File: config.mk
export PLATFORM = sky130hd
export DESIGN_NAME = serial_core_top
export DESIGN_NICKNAME = d
export VERILOG_FILES = /design/src/source/serial_pkg.sv /design/src/source/serial_regfile.sv /design/src/source/serial_alu.sv /design/src/source/op_sequencer.sv /design/src/source/wb_host_port.sv /design/src/source/serial_core_top.sv
export SDC_FILE = /design/constraint.sdc
export NUM_CORES = 1
export LEC_CHECK = 0
export BUFFER_PORTS_ARGS = -buffer_cell sky130_fd_sc_hd__buf_2
export CORE_MARGIN = 8
export CORE_UTILIZATION = 55
export CTS_CLUSTER_DIAMETER = 50
export DETAILED_ROUTE_END_ITERATION = 12
export PLACE_DENSITY = 0.82
export SLEW_MARGIN = 5
export SYNTH_ARGS = -nofsm -noshare
export SYNTH_HDL_FRONTEND = slang
export SYNTH_HIERARCHICAL = 1
export SYNTH_SLANG_ARGS = --single-unit
File: constraint.sdc
create_clock -name clk -period 16.95 [get_ports clk]
set_input_delay 1.695 -clock clk [delete_from_list [all_inputs] [get_ports clk]]
set_output_delay 1.695 -clock clk [all_outputs]
set_load 0.02 [all_outputs]
File: src/source/serial_pkg.sv
// Serial engine shared types
package serial_pkg;

    // ------------------------------
    // sizes
    // ------------------------------
    localparam int XLEN_DEFAULT = 32;  // serial word length

    typedef logic [3:0] reg_idx_t;  // x0 .. x15

    // ------------------------------
    // command encoding
    // ------------------------------
    typedef enum logic [2:0] {
        OP_ADD = 3'd0,
        OP_SUB = 3'd1,
        OP_AND = 3'd2,
        OP_OR  = 3'd3,
        OP_XOR = 3'd4,
        OP_LI  = 3'd5   // result taken from the immediate stream
    } alu_op_e;

    typedef struct packed {
        alu_op_e  op;   // bits 14:12
        reg_idx_t rd;   // bits 11:8
        reg_idx_t rs1;  // bits 7:4
        reg_idx_t rs2;  // bits 3:0
    } cmd_t;

    // ------------------------------
    // host register map
    // ------------------------------
    typedef enum logic [1:0] {
        ADDR_IMM    = 2'd0,
        ADDR_CMD    = 2'd1,
        ADDR_STATUS = 2'd2,
        ADDR_RESULT = 2'd3
    } wb_addr_e;

    typedef struct packed {
        logic busy;     // bit 1
        logic overrun;  // bit 0 sticky until a status read
    } status_t;

endpackage

File: src/source/serial_regfile.sv
// Bit-serial RV32E register file
module serial_regfile #(
    parameter int XLEN = 32
) (
    input  logic                 clk,
    input  logic                 rstn,

    input  logic                 pause,     // stop the ring
    input  logic                 wr_en,     // write data_rd into rd

    input  serial_pkg::reg_idx_t rs1,
    input  serial_pkg::reg_idx_t rs2,
    input  serial_pkg::reg_idx_t rd,

    output logic                 data_rs1,
    output logic                 data_rs2,
    input  logic                 data_rd
);

    localparam int AW = $clog2(XLEN);

    // one entry per bit position, one column per register x1..x15
    logic [15:1]   mem [XLEN];

    logic [AW-1:0] read_idx;
    logic [AW-1:0] write_idx;
    logic          write_pause;  // pause delayed by one clock
    logic          rd_bit_rs1;
    logic          rd_bit_rs2;
    logic          wr_bit_q;     // last bit sent towards rd
    logic          fwd_rs1;
    logic          fwd_rs2;

    // ------------------------------
    // bit indices
    // ------------------------------
    // write index trails read index by one; on pause it steps once
    // more to catch up, on unpause it holds for the first clock
    always_ff @(posedge clk) begin
        if (!rstn) begin
            read_idx    <= '0;
            write_idx   <= '0;
            write_pause <= 1'b1;
        end else begin
            if (!pause)
                read_idx <= read_idx + AW'(1);
            if (!write_pause)
                write_idx <= write_idx + AW'(1);
            write_pause <= pause;
        end
    end

    // ------------------------------
    // storage
    // ------------------------------
    always_ff @(posedge clk) begin
        if (wr_en && rd != '0)
            mem[write_idx][rd] <= data_rd;  // x0 writes dropped

        rd_bit_rs1 <= (rs1 == '0) ? 1'b0 : mem[read_idx][rs1];
        rd_bit_rs2 <= (rs2 == '0) ? 1'b0 : mem[read_idx][rs2];
        wr_bit_q   <= data_rd;
    end

    // read-through while the write side is still settling on rd
    assign fwd_rs1 = write_pause && (rs1 == rd) && (rd != '0);
    assign fwd_rs2 = write_pause && (rs2 == rd) && (rd != '0);

    assign data_rs1 = fwd_rs1 ? wr_bit_q : rd_bit_rs1;
    assign data_rs2 = fwd_rs2 ? wr_bit_q : rd_bit_rs2;

endmodule

File: src/source/serial_alu.sv
// Bit-serial ALU
module serial_alu (
    input  logic                clk,
    input  logic                rstn,
    input  logic                first_bit,  // lsb of the word is on a/b
    input  logic                a,
    input  logic                b,
    input  logic                imm_bit,
    input  serial_pkg::alu_op_e op,
    output logic                y
);

    logic is_sub;
    logic b_eff;     // b inverted for subtract
    logic carry_q;
    logic carry_in;
    logic sum;
    logic carry_out;

    // ------------------------------
    // adder slice
    // ------------------------------
    assign is_sub = (op == serial_pkg::OP_SUB);
    assign b_eff  = is_sub ? ~b : b;

    // two's complement subtract starts with carry one
    assign carry_in  = first_bit ? is_sub : carry_q;
    assign sum       = a ^ b_eff ^ carry_in;
    assign carry_out = (a & b_eff) | (carry_in & (a ^ b_eff));

    always_ff @(posedge clk) begin
        if (!rstn) begin
            carry_q <= 1'b0;
        end else begin
            carry_q <= carry_out;  // kept for the next bit
        end
    end

    // ------------------------------
    // result select
    // ------------------------------
    always_comb begin
        case (op)
            serial_pkg::OP_ADD: y = sum;
            serial_pkg::OP_SUB: y = sum;
            serial_pkg::OP_AND: y = a & b;
            serial_pkg::OP_OR:  y = a | b;
            serial_pkg::OP_XOR: y = a ^ b;
            serial_pkg::OP_LI:  y = imm_bit;
            default:            y = 1'b0;  // unused encodings
        endcase
    end

endmodule

File: src/source/op_sequencer.sv
// Serial operation sequencer
module op_sequencer #(
    parameter int XLEN = 32
) (
    input  logic                 clk,
    input  logic                 rstn,
    input  logic                 start,
    input  serial_pkg::cmd_t     cmd,
    input  logic [31:0]          imm,
    output serial_pkg::status_t  status,
    output logic [31:0]          result,
    output logic                 pause,
    output logic                 wr_en,
    output serial_pkg::reg_idx_t rs1,
    output serial_pkg::reg_idx_t rs2,
    output serial_pkg::reg_idx_t rd,
    output serial_pkg::alu_op_e  op,
    output logic                 first_bit,
    output logic                 imm_bit,
    input  logic                 y
);

    localparam int            CW   = $clog2(XLEN + 2);
    localparam logic [CW-1:0] BITS = CW'(XLEN);
    localparam logic [CW-1:0] LAST = CW'(XLEN + 1);  // catch-up cycle

    logic             busy_q;
    logic [CW-1:0]    cnt_q;
    serial_pkg::cmd_t cmd_q;
    logic [XLEN-1:0]  imm_sr;
    logic [XLEN-1:0]  res_sr;
    logic             accept;
    logic             in_window;

    assign accept    = start && !busy_q;
    // bits 0..XLEN-1 arrive in count 1..XLEN
    assign in_window = busy_q && (cnt_q != '0) && (cnt_q <= BITS);

    // ------------------------------
    // window counter
    // ------------------------------
    always_ff @(posedge clk) begin
        if (!rstn) begin
            busy_q <= 1'b0;
            cnt_q  <= '0;
        end else if (!busy_q) begin
            busy_q <= accept;
            cnt_q  <= '0;
        end else begin
            cnt_q <= cnt_q + CW'(1);
            if (cnt_q == LAST)
                busy_q <= 1'b0;
        end
    end

    always_ff @(posedge clk) begin
        if (accept) begin
            cmd_q  <= cmd;
            imm_sr <= XLEN'(imm);
        end else if (in_window) begin
            imm_sr <= imm_sr >> 1;              // next immediate bit
            res_sr <= {y, res_sr[XLEN-1:1]};    // first bit lands in bit 0
        end
    end

    // ring runs one cycle ahead of the data it delivers
    assign pause     = !(busy_q && cnt_q < BITS);
    assign wr_en     = in_window;
    assign first_bit = busy_q && (cnt_q == CW'(1));
    assign imm_bit   = imm_sr[0];

    assign rs1    = cmd_q.rs1;
    assign rs2    = cmd_q.rs2;
    assign rd     = cmd_q.rd;
    assign op     = cmd_q.op;
    assign result = 32'(res_sr);
    assign status = '{busy: busy_q, overrun: 1'b0};

endmodule

File: src/source/wb_host_port.sv
// Wishbone host register port
module wb_host_port (
    input  logic                 clk,
    input  logic                 rstn,

    input  logic                 wb_cyc,
    input  logic                 wb_stb,
    input  logic                 wb_we,
    input  serial_pkg::wb_addr_e wb_adr,
    input  logic [31:0]          wb_dat_w,
    output logic [31:0]          wb_dat_r,
    output logic                 wb_ack,

    output logic                 start,   // one-cycle command strobe
    output serial_pkg::cmd_t     cmd,
    output logic [31:0]          imm,
    input  logic                 busy,
    input  logic [31:0]          result
);

    logic                req;
    logic                overrun_q;
    logic [31:0]         imm_q;
    serial_pkg::cmd_t    cmd_q;
    serial_pkg::status_t status;

    assign req    = wb_cyc && wb_stb && !wb_ack;
    assign status = '{busy: busy, overrun: overrun_q};

    // ------------------------------
    // handshake and control
    // ------------------------------
    always_ff @(posedge clk) begin
        if (!rstn) begin
            wb_ack    <= 1'b0;
            start     <= 1'b0;
            overrun_q <= 1'b0;
        end else begin
            wb_ack <= req;
            start  <= req && wb_we && (wb_adr == serial_pkg::ADDR_CMD) && !busy;
            if (req && wb_we && wb_adr == serial_pkg::ADDR_CMD && busy)
                overrun_q <= 1'b1;     // command dropped
            else if (req && !wb_we && wb_adr == serial_pkg::ADDR_STATUS)
                overrun_q <= 1'b0;     // cleared by the read
        end
    end

    // ------------------------------
    // registers and read data
    // ------------------------------
    always_ff @(posedge clk) begin
        if (req && wb_we) begin
            if (wb_adr == serial_pkg::ADDR_IMM)
                imm_q <= wb_dat_w;
            if (wb_adr == serial_pkg::ADDR_CMD && !busy)
                cmd_q <= serial_pkg::cmd_t'(wb_dat_w[14:0]);
        end

        if (req && !wb_we) begin
            case (wb_adr)
                serial_pkg::ADDR_IMM:    wb_dat_r <= imm_q;
                serial_pkg::ADDR_CMD:    wb_dat_r <= {17'b0, cmd_q};
                serial_pkg::ADDR_STATUS: wb_dat_r <= {30'b0, status};
                default:                 wb_dat_r <= result;
            endcase
        end
    end

    assign cmd = cmd_q;
    assign imm = imm_q;

endmodule

File: src/source/serial_core_top.sv
// Serial execute engine top
module serial_core_top #(
    parameter int XLEN = serial_pkg::XLEN_DEFAULT
) (
    input  logic                 clk,
    input  logic                 rstn,
    input  logic                 wb_cyc,
    input  logic                 wb_stb,
    input  logic                 wb_we,
    input  serial_pkg::wb_addr_e wb_adr,
    input  logic [31:0]          wb_dat_w,
    output logic [31:0]          wb_dat_r,
    output logic                 wb_ack
);

    logic                 start;
    serial_pkg::cmd_t     cmd;
    logic [31:0]          imm;
    logic [31:0]          result;
    serial_pkg::status_t  seq_status;
    logic                 pause;
    logic                 wr_en;
    serial_pkg::reg_idx_t rs1;
    serial_pkg::reg_idx_t rs2;
    serial_pkg::reg_idx_t rd;
    serial_pkg::alu_op_e  op;
    logic                 first_bit;
    logic                 imm_bit;
    logic                 bit_rs1;
    logic                 bit_rs2;
    logic                 y;

    wb_host_port u_host (
        .clk(clk), .rstn(rstn),
        .wb_cyc(wb_cyc), .wb_stb(wb_stb), .wb_we(wb_we), .wb_adr(wb_adr),
        .wb_dat_w(wb_dat_w), .wb_dat_r(wb_dat_r), .wb_ack(wb_ack),
        .start(start), .cmd(cmd), .imm(imm),
        .busy(seq_status.busy), .result(result)
    );

    op_sequencer #(.XLEN(XLEN)) u_seq (
        .clk(clk), .rstn(rstn), .start(start), .cmd(cmd), .imm(imm),
        .status(seq_status), .result(result),
        .pause(pause), .wr_en(wr_en), .rs1(rs1), .rs2(rs2), .rd(rd),
        .op(op), .first_bit(first_bit), .imm_bit(imm_bit), .y(y)
    );

    serial_alu u_alu (
        .clk(clk), .rstn(rstn), .first_bit(first_bit),
        .a(bit_rs1), .b(bit_rs2), .imm_bit(imm_bit), .op(op), .y(y)
    );

    serial_regfile #(.XLEN(XLEN)) u_regs (
        .clk(clk), .rstn(rstn), .pause(pause), .wr_en(wr_en),
        .rs1(rs1), .rs2(rs2), .rd(rd),
        .data_rs1(bit_rs1), .data_rs2(bit_rs2), .data_rd(y)
    );

endmodule

==> results of run 1 <==
-- power by group --
| group | total, mW | internal, mW | switching (mW) |
|---|---|---|---|
| combinational | 0.0435 | 0.0145 | 0.0290 |
| clock | 1.51 | 0.887 | 0.620 |
| sequential | 1.80 | 1.80 | 0.00234 |
| total | 3.35 | 2.70 | 0.652 |
-- registers in the layout, summed over array words and instances (netlist names), named ones only --
register / cells
u_regs/mem: 480
u_host/imm: 32
u_host/wb_dat_r: 32
u_seq/imm_sr: 32
u_seq/result: 32
u_host/cmd: 15
u_seq/cnt_q: 6
u_regs/read_idx: 5
u_regs/write_idx: 5
u_seq/rd: 4
u_seq/rs1: 4
u_seq/rs2: 4
u_seq/op: 3
u_alu/carry_q: 1
u_host/overrun_q: 1
u_host/start: 1
u_host/wb_ack: 1
u_regs/rd_bit_rs1: 1
u_regs/rd_bit_rs2: 1
u_regs/wr_bit_q: 1
u_regs/write_pause: 1
u_seq/busy_q: 1
-- worst paths after layout --
kind,from,endpoint,slack (ps),depth (start not counted)
worst max register to register,u_seq/rd[0],u_regs/mem[18][1],11280,12
worst min register to register,u_seq/result[10],u_seq/result[9],440,0
worst max-delay path,u_seq/rd[0],u_regs/mem[18][1],11280,12
worst min-delay path,u_seq/result[10],u_seq/result[9],440,0
-- cell usage in the layout (no fill, tap or decap), types with 5 or more instances in the layout --
cell and instances:
a21oi_1 12, a221oi_1 35, a22o_1 19, a22oi_1 11
a31oi_1 7, and2_1 14, and3_1 6, buf_2 71
buf_4 24, bufinv_16 5, clkbuf_1 10, clkbuf_16 75
clkinv_1 15, clkinv_2 10, dfxtp_1 27, edfxtp_1 638
ha_1 10, inv_1 14, inv_6 5, mux2_2 5
mux2i_1 103, mux4_1 15, mux4_2 72, nand2_1 165
nand3_1 33, nor2_1 509, nor2b_1 16, nor3_1 11
o21ai_0 28, o21ai_1 8, xnor2_1 12, xor2_1 8
-- metrics by stage --
stage / cell area (µm²) / total power, mW / setup WS [ps] / util [%] / hold slack, ps
global placement: 29090 / 1.875 / 11630 / 56.71 / 430.0
detailed placement: 29090 / 1.877 / 11380 / 56.71 / 434.2
finish: 31370 / 3.350 / 11280 / 61.15 / 440.2
floorplan: 28560 / 1.864 / 5938 / - / 420.9
CTS: 31360 / 3.363 / 11360 / 61.13 / 440.2
global route: 31370 / 3.426 / 10930 / 61.14 / 456.1
-- layout make-up --
cell class,count,area (µm²),share of cell area (%)
Antenna cell,4,10.01,0.03191
Clock buffer,86,1928,6.146
Clock inverter,36,337.8,1.077
Inverter,18,67.56,0.2154
Multi-Input combinational cell,1166,7873,25.10
Sequential cell,668,19770,63.01
Tap cell,680,850.8,2.712
Timing Repair Buffer,95,535.5,1.707
-- worst register-to-register path: cells and delay by family, from the launching register on --
family | cells | cell delay, ps
adder cells (fa/ha/maj) | 1 | 510
AO/OA/AOI/OAI | 3 | 740
flip-flops | 1 | 520
buffers and inverters | 4 | 2840
multiplexers | 1 | 360
AND/OR/NAND/NOR | 2 | 240
XOR/XNOR | 1 | 100
-- metal layers --
metal	GRT usage, %	vias up	wire (µm)
met5	0	-	23
met4	10.69	4	3354
met3	6.094	228	7801
met2	36.56	1103	32440
met1	27.75	8589	24540
li1	-	7405	-
==> flow_summary.json, run 1 <==
{
  "outcome": "complete, no violations",
  "setup_tns_ps": 0,
  "peakVddDrop_uv": 90.64,
  "setup-violations-final": 0,
  "crit_chain": "o41ai_1 -> nor3_1 -> nand3_1 -> mux2_2 -> inv_1 -> xnor2_1 -> fa_1 -> a21oi_1 -> a21oi_4 -> buf_4 -> buf_4 -> buf_4",
  "htreeDepth": 3,
  "portBuffers": 71,
  "globalRouteTotalUtil_pct": 22.45,
  "hold_class": "register to register",
  "first_pass_iters": 7,
  "syn2layout_area_growth_pct": 9.835,
  "hold_violations": 0,
  "antenna_found_initial": 6,
  "start_util_pct": 55.67,
  "layout.nets": 2069,
  "gp_congestion": 0.9018,
  "slew_headroom_pct": 14.39,
  "cts_tree": "done",
  "ant_nets": 0,
  "syn_avg_cell_area_um2": 14.22,
  "rows": 83,
  "cts_buffers": 70,
  "clk_latency_ps": 610,
  "dp.cells": 2627,
  "clkSinkCount": 668,
  "synth_nets": 2058,
  "cp.arrival_ps": 5950,
  "fin_crit_sh_pct": 33.44,
  "n_fill_cell": 3688,
  "critPathTopFamily": "buffers and inverters",
  "worstPathMaxFanout": 142,
  "io_pins": 72,
  "grt_pass1_vias": 17620,
  "die_area_um2": 59480,
  "dp_hpwl_mm": 38.45,
  "end_kind": "register",
  "coreArea_um2": 51300,
  "grt_pass1_wl_mm": 102.2,
  "cp.required_ps": 17240,
  "min_period_ps": 5668,
  "cap_violations": 0,
  "grt_max_degree": 143,
  "drive_gt1_share_pct": 14.11,
  "die_height_um": 243.9,
  "vias_per_cell": 6.295,
  "worst_path_max_delay_cell": "buf_4",
  "worst_pin_slew_ps": 1281,
  "clock_path_buffers": 3,
  "post_cts_buffers": 0,
  "die_w_um": 243.9,
  "overflow": 0,
  "setup.worst_path.class": "register to register",
  "wl_per_cell_um": 24.76,
  "drt-total-wl_mm": 68.16,
  "cp.buffers_inverters": 4,
  "p_per_area_nw_per_um2": 106.8,
  "final_cells": 2753,
  "rsz0062_at_grt": "false",
  "cp-start-kind": "register",
  "synthCells": 2008,
  "fmax_ghz": 0.1764,
  "max_stage_delay_ps": 940,
  "cts_resized": 0,
  "leakagePower_nw": 9.719,
  "fin_worst_skew_ps": 25.14,
  "clk_pin_slew_worst_paths_ps": 60,
  "root_buffer": "clkbuf_16",
  "hold_buffers": 0,
  "syn-cell-area_um2": 28560,
  "vias": 17330,
  "drv_slew": 0,
  "first_iter_violations": 2488,
  "worst_path_most_repeated_cell": "buf_4",
  "route.detailed.drc": 0,
  "yosys_warnings": 6
}
No activity file was read; power rests on OpenSTA's default activity.
==> run 2: changes to the inputs <==
--- a/config.mk
+++ b/config.mk
@@ -5,12 +5,13 @@
 export SDC_FILE = /design/constraint.sdc
 export NUM_CORES = 1
 export LEC_CHECK = 0
+export ABC_AREA = 1
 export BUFFER_PORTS_ARGS = -buffer_cell sky130_fd_sc_hd__buf_2
 export CORE_MARGIN = 8
 export CORE_UTILIZATION = 55
 export CTS_CLUSTER_DIAMETER = 50
 export DETAILED_ROUTE_END_ITERATION = 12
-export PLACE_DENSITY = 0.82
+export PLACE_DENSITY = 0.8
 export SLEW_MARGIN = 5
 export SYNTH_ARGS = -nofsm -noshare
 export SYNTH_HDL_FRONTEND = slang
==> constraint.sdc (replaced) <==
create_clock -name clk -period 5.8 [get_ports clk]
set_input_delay 0.58 -clock clk [delete_from_list [all_inputs] [get_ports clk]]
set_output_delay 0.58 -clock clk [all_outputs]
set_load 0.02 [all_outputs]
==> run 2 against run 1 <==
Against the previous run:
- synthesized area up 2.0%
- global-route usage is 1.3 points higher
- die area is 1.9% higher
- worst hold slack worse by 280 ps
- fmax increased by 49%
- first-iteration DRC count grew 17%
- critical path type unchanged
- critical endpoint is now u_regs/mem[5][10]
- largest cell class unchanged
- largest power group unchanged
==> flow_summary.json, run 2 <==
{
  "clk_pin_slew_worst_paths_ps": 60,
  "clk_latency_ps": 600,
  "worstPathMaxFanout": 306,
  "gp_congestion": 0.8769,
  "die_w_um": 246.2,
  "worst_path_max_delay_cell": "buf_12",
  "rsz0062_at_grt": "false",
  "coreArea_um2": 52450,
  "syn2layout_area_growth_pct": 9.059,
  "outcome": "complete, no violations",
  "layout.nets": 2862,
  "cp_num_cells": 14,
  "worst_pin_slew_ps": 1196,
  "portBuffers": 71,
  "drt-total-wl_mm": 73.44,
  "syn-cell-area_um2": 29140,
  "overflow": 0,
  "grt_pass1_vias": 20400,
  "grt_pass1_wl_mm": 112.2,
  "cp.buffers_inverters": 4,
  "syn_avg_cell_area_um2": 10.27,
  "rows": 84,
  "yosys_warnings": 6,
  "min_period_ps": 3798,
  "crit_chain": "inv_2 -> nand2_1 -> nand3_2 -> nor3_2 -> o2111ai_1 -> o21ai_1 -> inv_1 -> xor2_1 -> fa_1 -> inv_1 -> nand2_1 -> nand2_2 -> nor2_4 -> buf_12",
  "pre_cts_ws_ps": 2132,
  "vias_per_cell": 5.977,
  "hold_violations": 0,
  "final_common_cell": "nand2_1",
  "first_iter_violations": 2915,
  "fin_crit_sh_pct": 65.49,
  "start_util_pct": 55.57,
  "setup_ws_ps": 2002,
  "fmax_ghz": 0.2633,
  "peakVddDrop_uv": 338.5,
  "wl_per_cell_um": 20.68,
  "seq_area_um2": 19770,
  "die_area_um2": 60610,
  "multi_input_area_um2": 8124,
  "grt_max_degree": 307,
  "drv_slew": 0,
  "vias": 21230,
  "regMostFlops": "u_regs/mem",
  "r2r_cells": 14,
  "htreeDepth": 3,
  "post_cts_buffers": 0,
  "setup-violations-final": 0,
  "synthCells": 2837,
  "globalRouteTotalUtil_pct": 23.73,
  "grt-busiest-layer": "met2",
  "cts_resized": 0,
  "layout_common_cells": "nand2_1, edfxtp_1, nor2_1",
  "max_stage_delay_ps": 690,
  "met2_usage_pct": 39.17,
  "end_kind": "register",
  "fin_worst_skew_ps": 24.00,
  "cp-start-kind": "register",
  "synth_nets": 2887,
  "io_pins": 72,
  "cts_buffers": 68,
  "drive_gt1_share_pct": 8.240,
  "critPathTopFamily": "buffers and inverters",
  "use_met3_pct": 4.646,
  "cts_tree": "done",
  "hold_buffers": 0,
  "p_per_area_nw_per_um2": 304.3,
  "ant_nets": 0,
  "first_pass_iters": 6,
  "hold_depth": 1,
  "diodes": 0,
  "leakagePower_nw": 11.11,
  "holdWs_ps": 155.7,
  "largest_reg_flops": 480,
  "grtUsageMet1_pct": 29.69,
  "root_buffer": "clkbuf_16",
  "setup.worst_path.class": "register to register",
  "hold_class": "primary input to register",
  "dp_hpwl_mm": 41.40,
  "cap_violations": 0,
  "slew_headroom_pct": 20.29,
  "die_height_um": 246.2,
  "finalPower_mw": 9.670,
  "antenna_found_initial": 1,
  "clock_path_buffers": 3,
  "cp.required_ps": 6020,
  "clkSinkCount": 668,
  "cp.arrival_ps": 4020,
  "route.detailed.drc": 0,
  "n_fill_cell": 3935
}
==> run 2: power breakdown <==
group	leakage, nW	total (mW)	internal, mW	switching, mW
combinational	4.03	0.174	0.0469	0.127
sequential	6.02	5.26	5.25	0.00946
clock	1.06	4.23	2.45	1.79
==> run 2: final timing paths <==
| check | startpoint | end | slack (ps) |
|---|---|---|---|
| max | u_seq/rs2[0] | u_regs/mem[5][10] | 2000 |
| min | wb_dat_w[31] | u_host/imm[31] | 160 |
| max reg2reg | u_seq/rs2[0] | u_regs/mem[5][10] | 2000 |
| min reg2reg | u_seq/result[11] | u_seq/result[10] | 450 |
==> run 2: per-stage QoR <==
stage	instances	TNS [ps]	utilization [%]	area, µm²
floorplan	2837	-452460	-	29190
global placement	3430	0	56.47	29620
detailed placement	3430	0	56.47	29620
CTS	3552	0	60.60	31780
global route	3552	0	60.60	31780
finish	3552	0	60.60	31780
==> run 2: cell type report <==
cell class	count	share of cell area, %
multi-input cells	1910	25.56
repair buffers	104	1.976
clock buffers	89	5.945
inverters	60	0.7401
flip-flops and latches	668	62.20
clock inverters	33	0.8700
well taps	688	2.709
==> run 2: per-layer routing <==
metal / vias to the layer above / part of all wire [%]
met2: 1232 / 48
met1: 10290 / 37
met4: 2 / 4.6
met3: 225 / 10
met5: - / 0.015
li1: 9482 / -
==> run 2: worst register-to-register path, stage by stage (launching register included) <==
cell and delay [ps]:
edfxtp_1 480, inv_2 120, nand2_1 90, nand3_2 70
nor3_2 190, o2111ai_1 160, o21ai_1 230, inv_1 110
xor2_1 160, fa_1 480, inv_1 40, nand2_1 70
nand2_2 60, nor2_4 220, buf_12 690
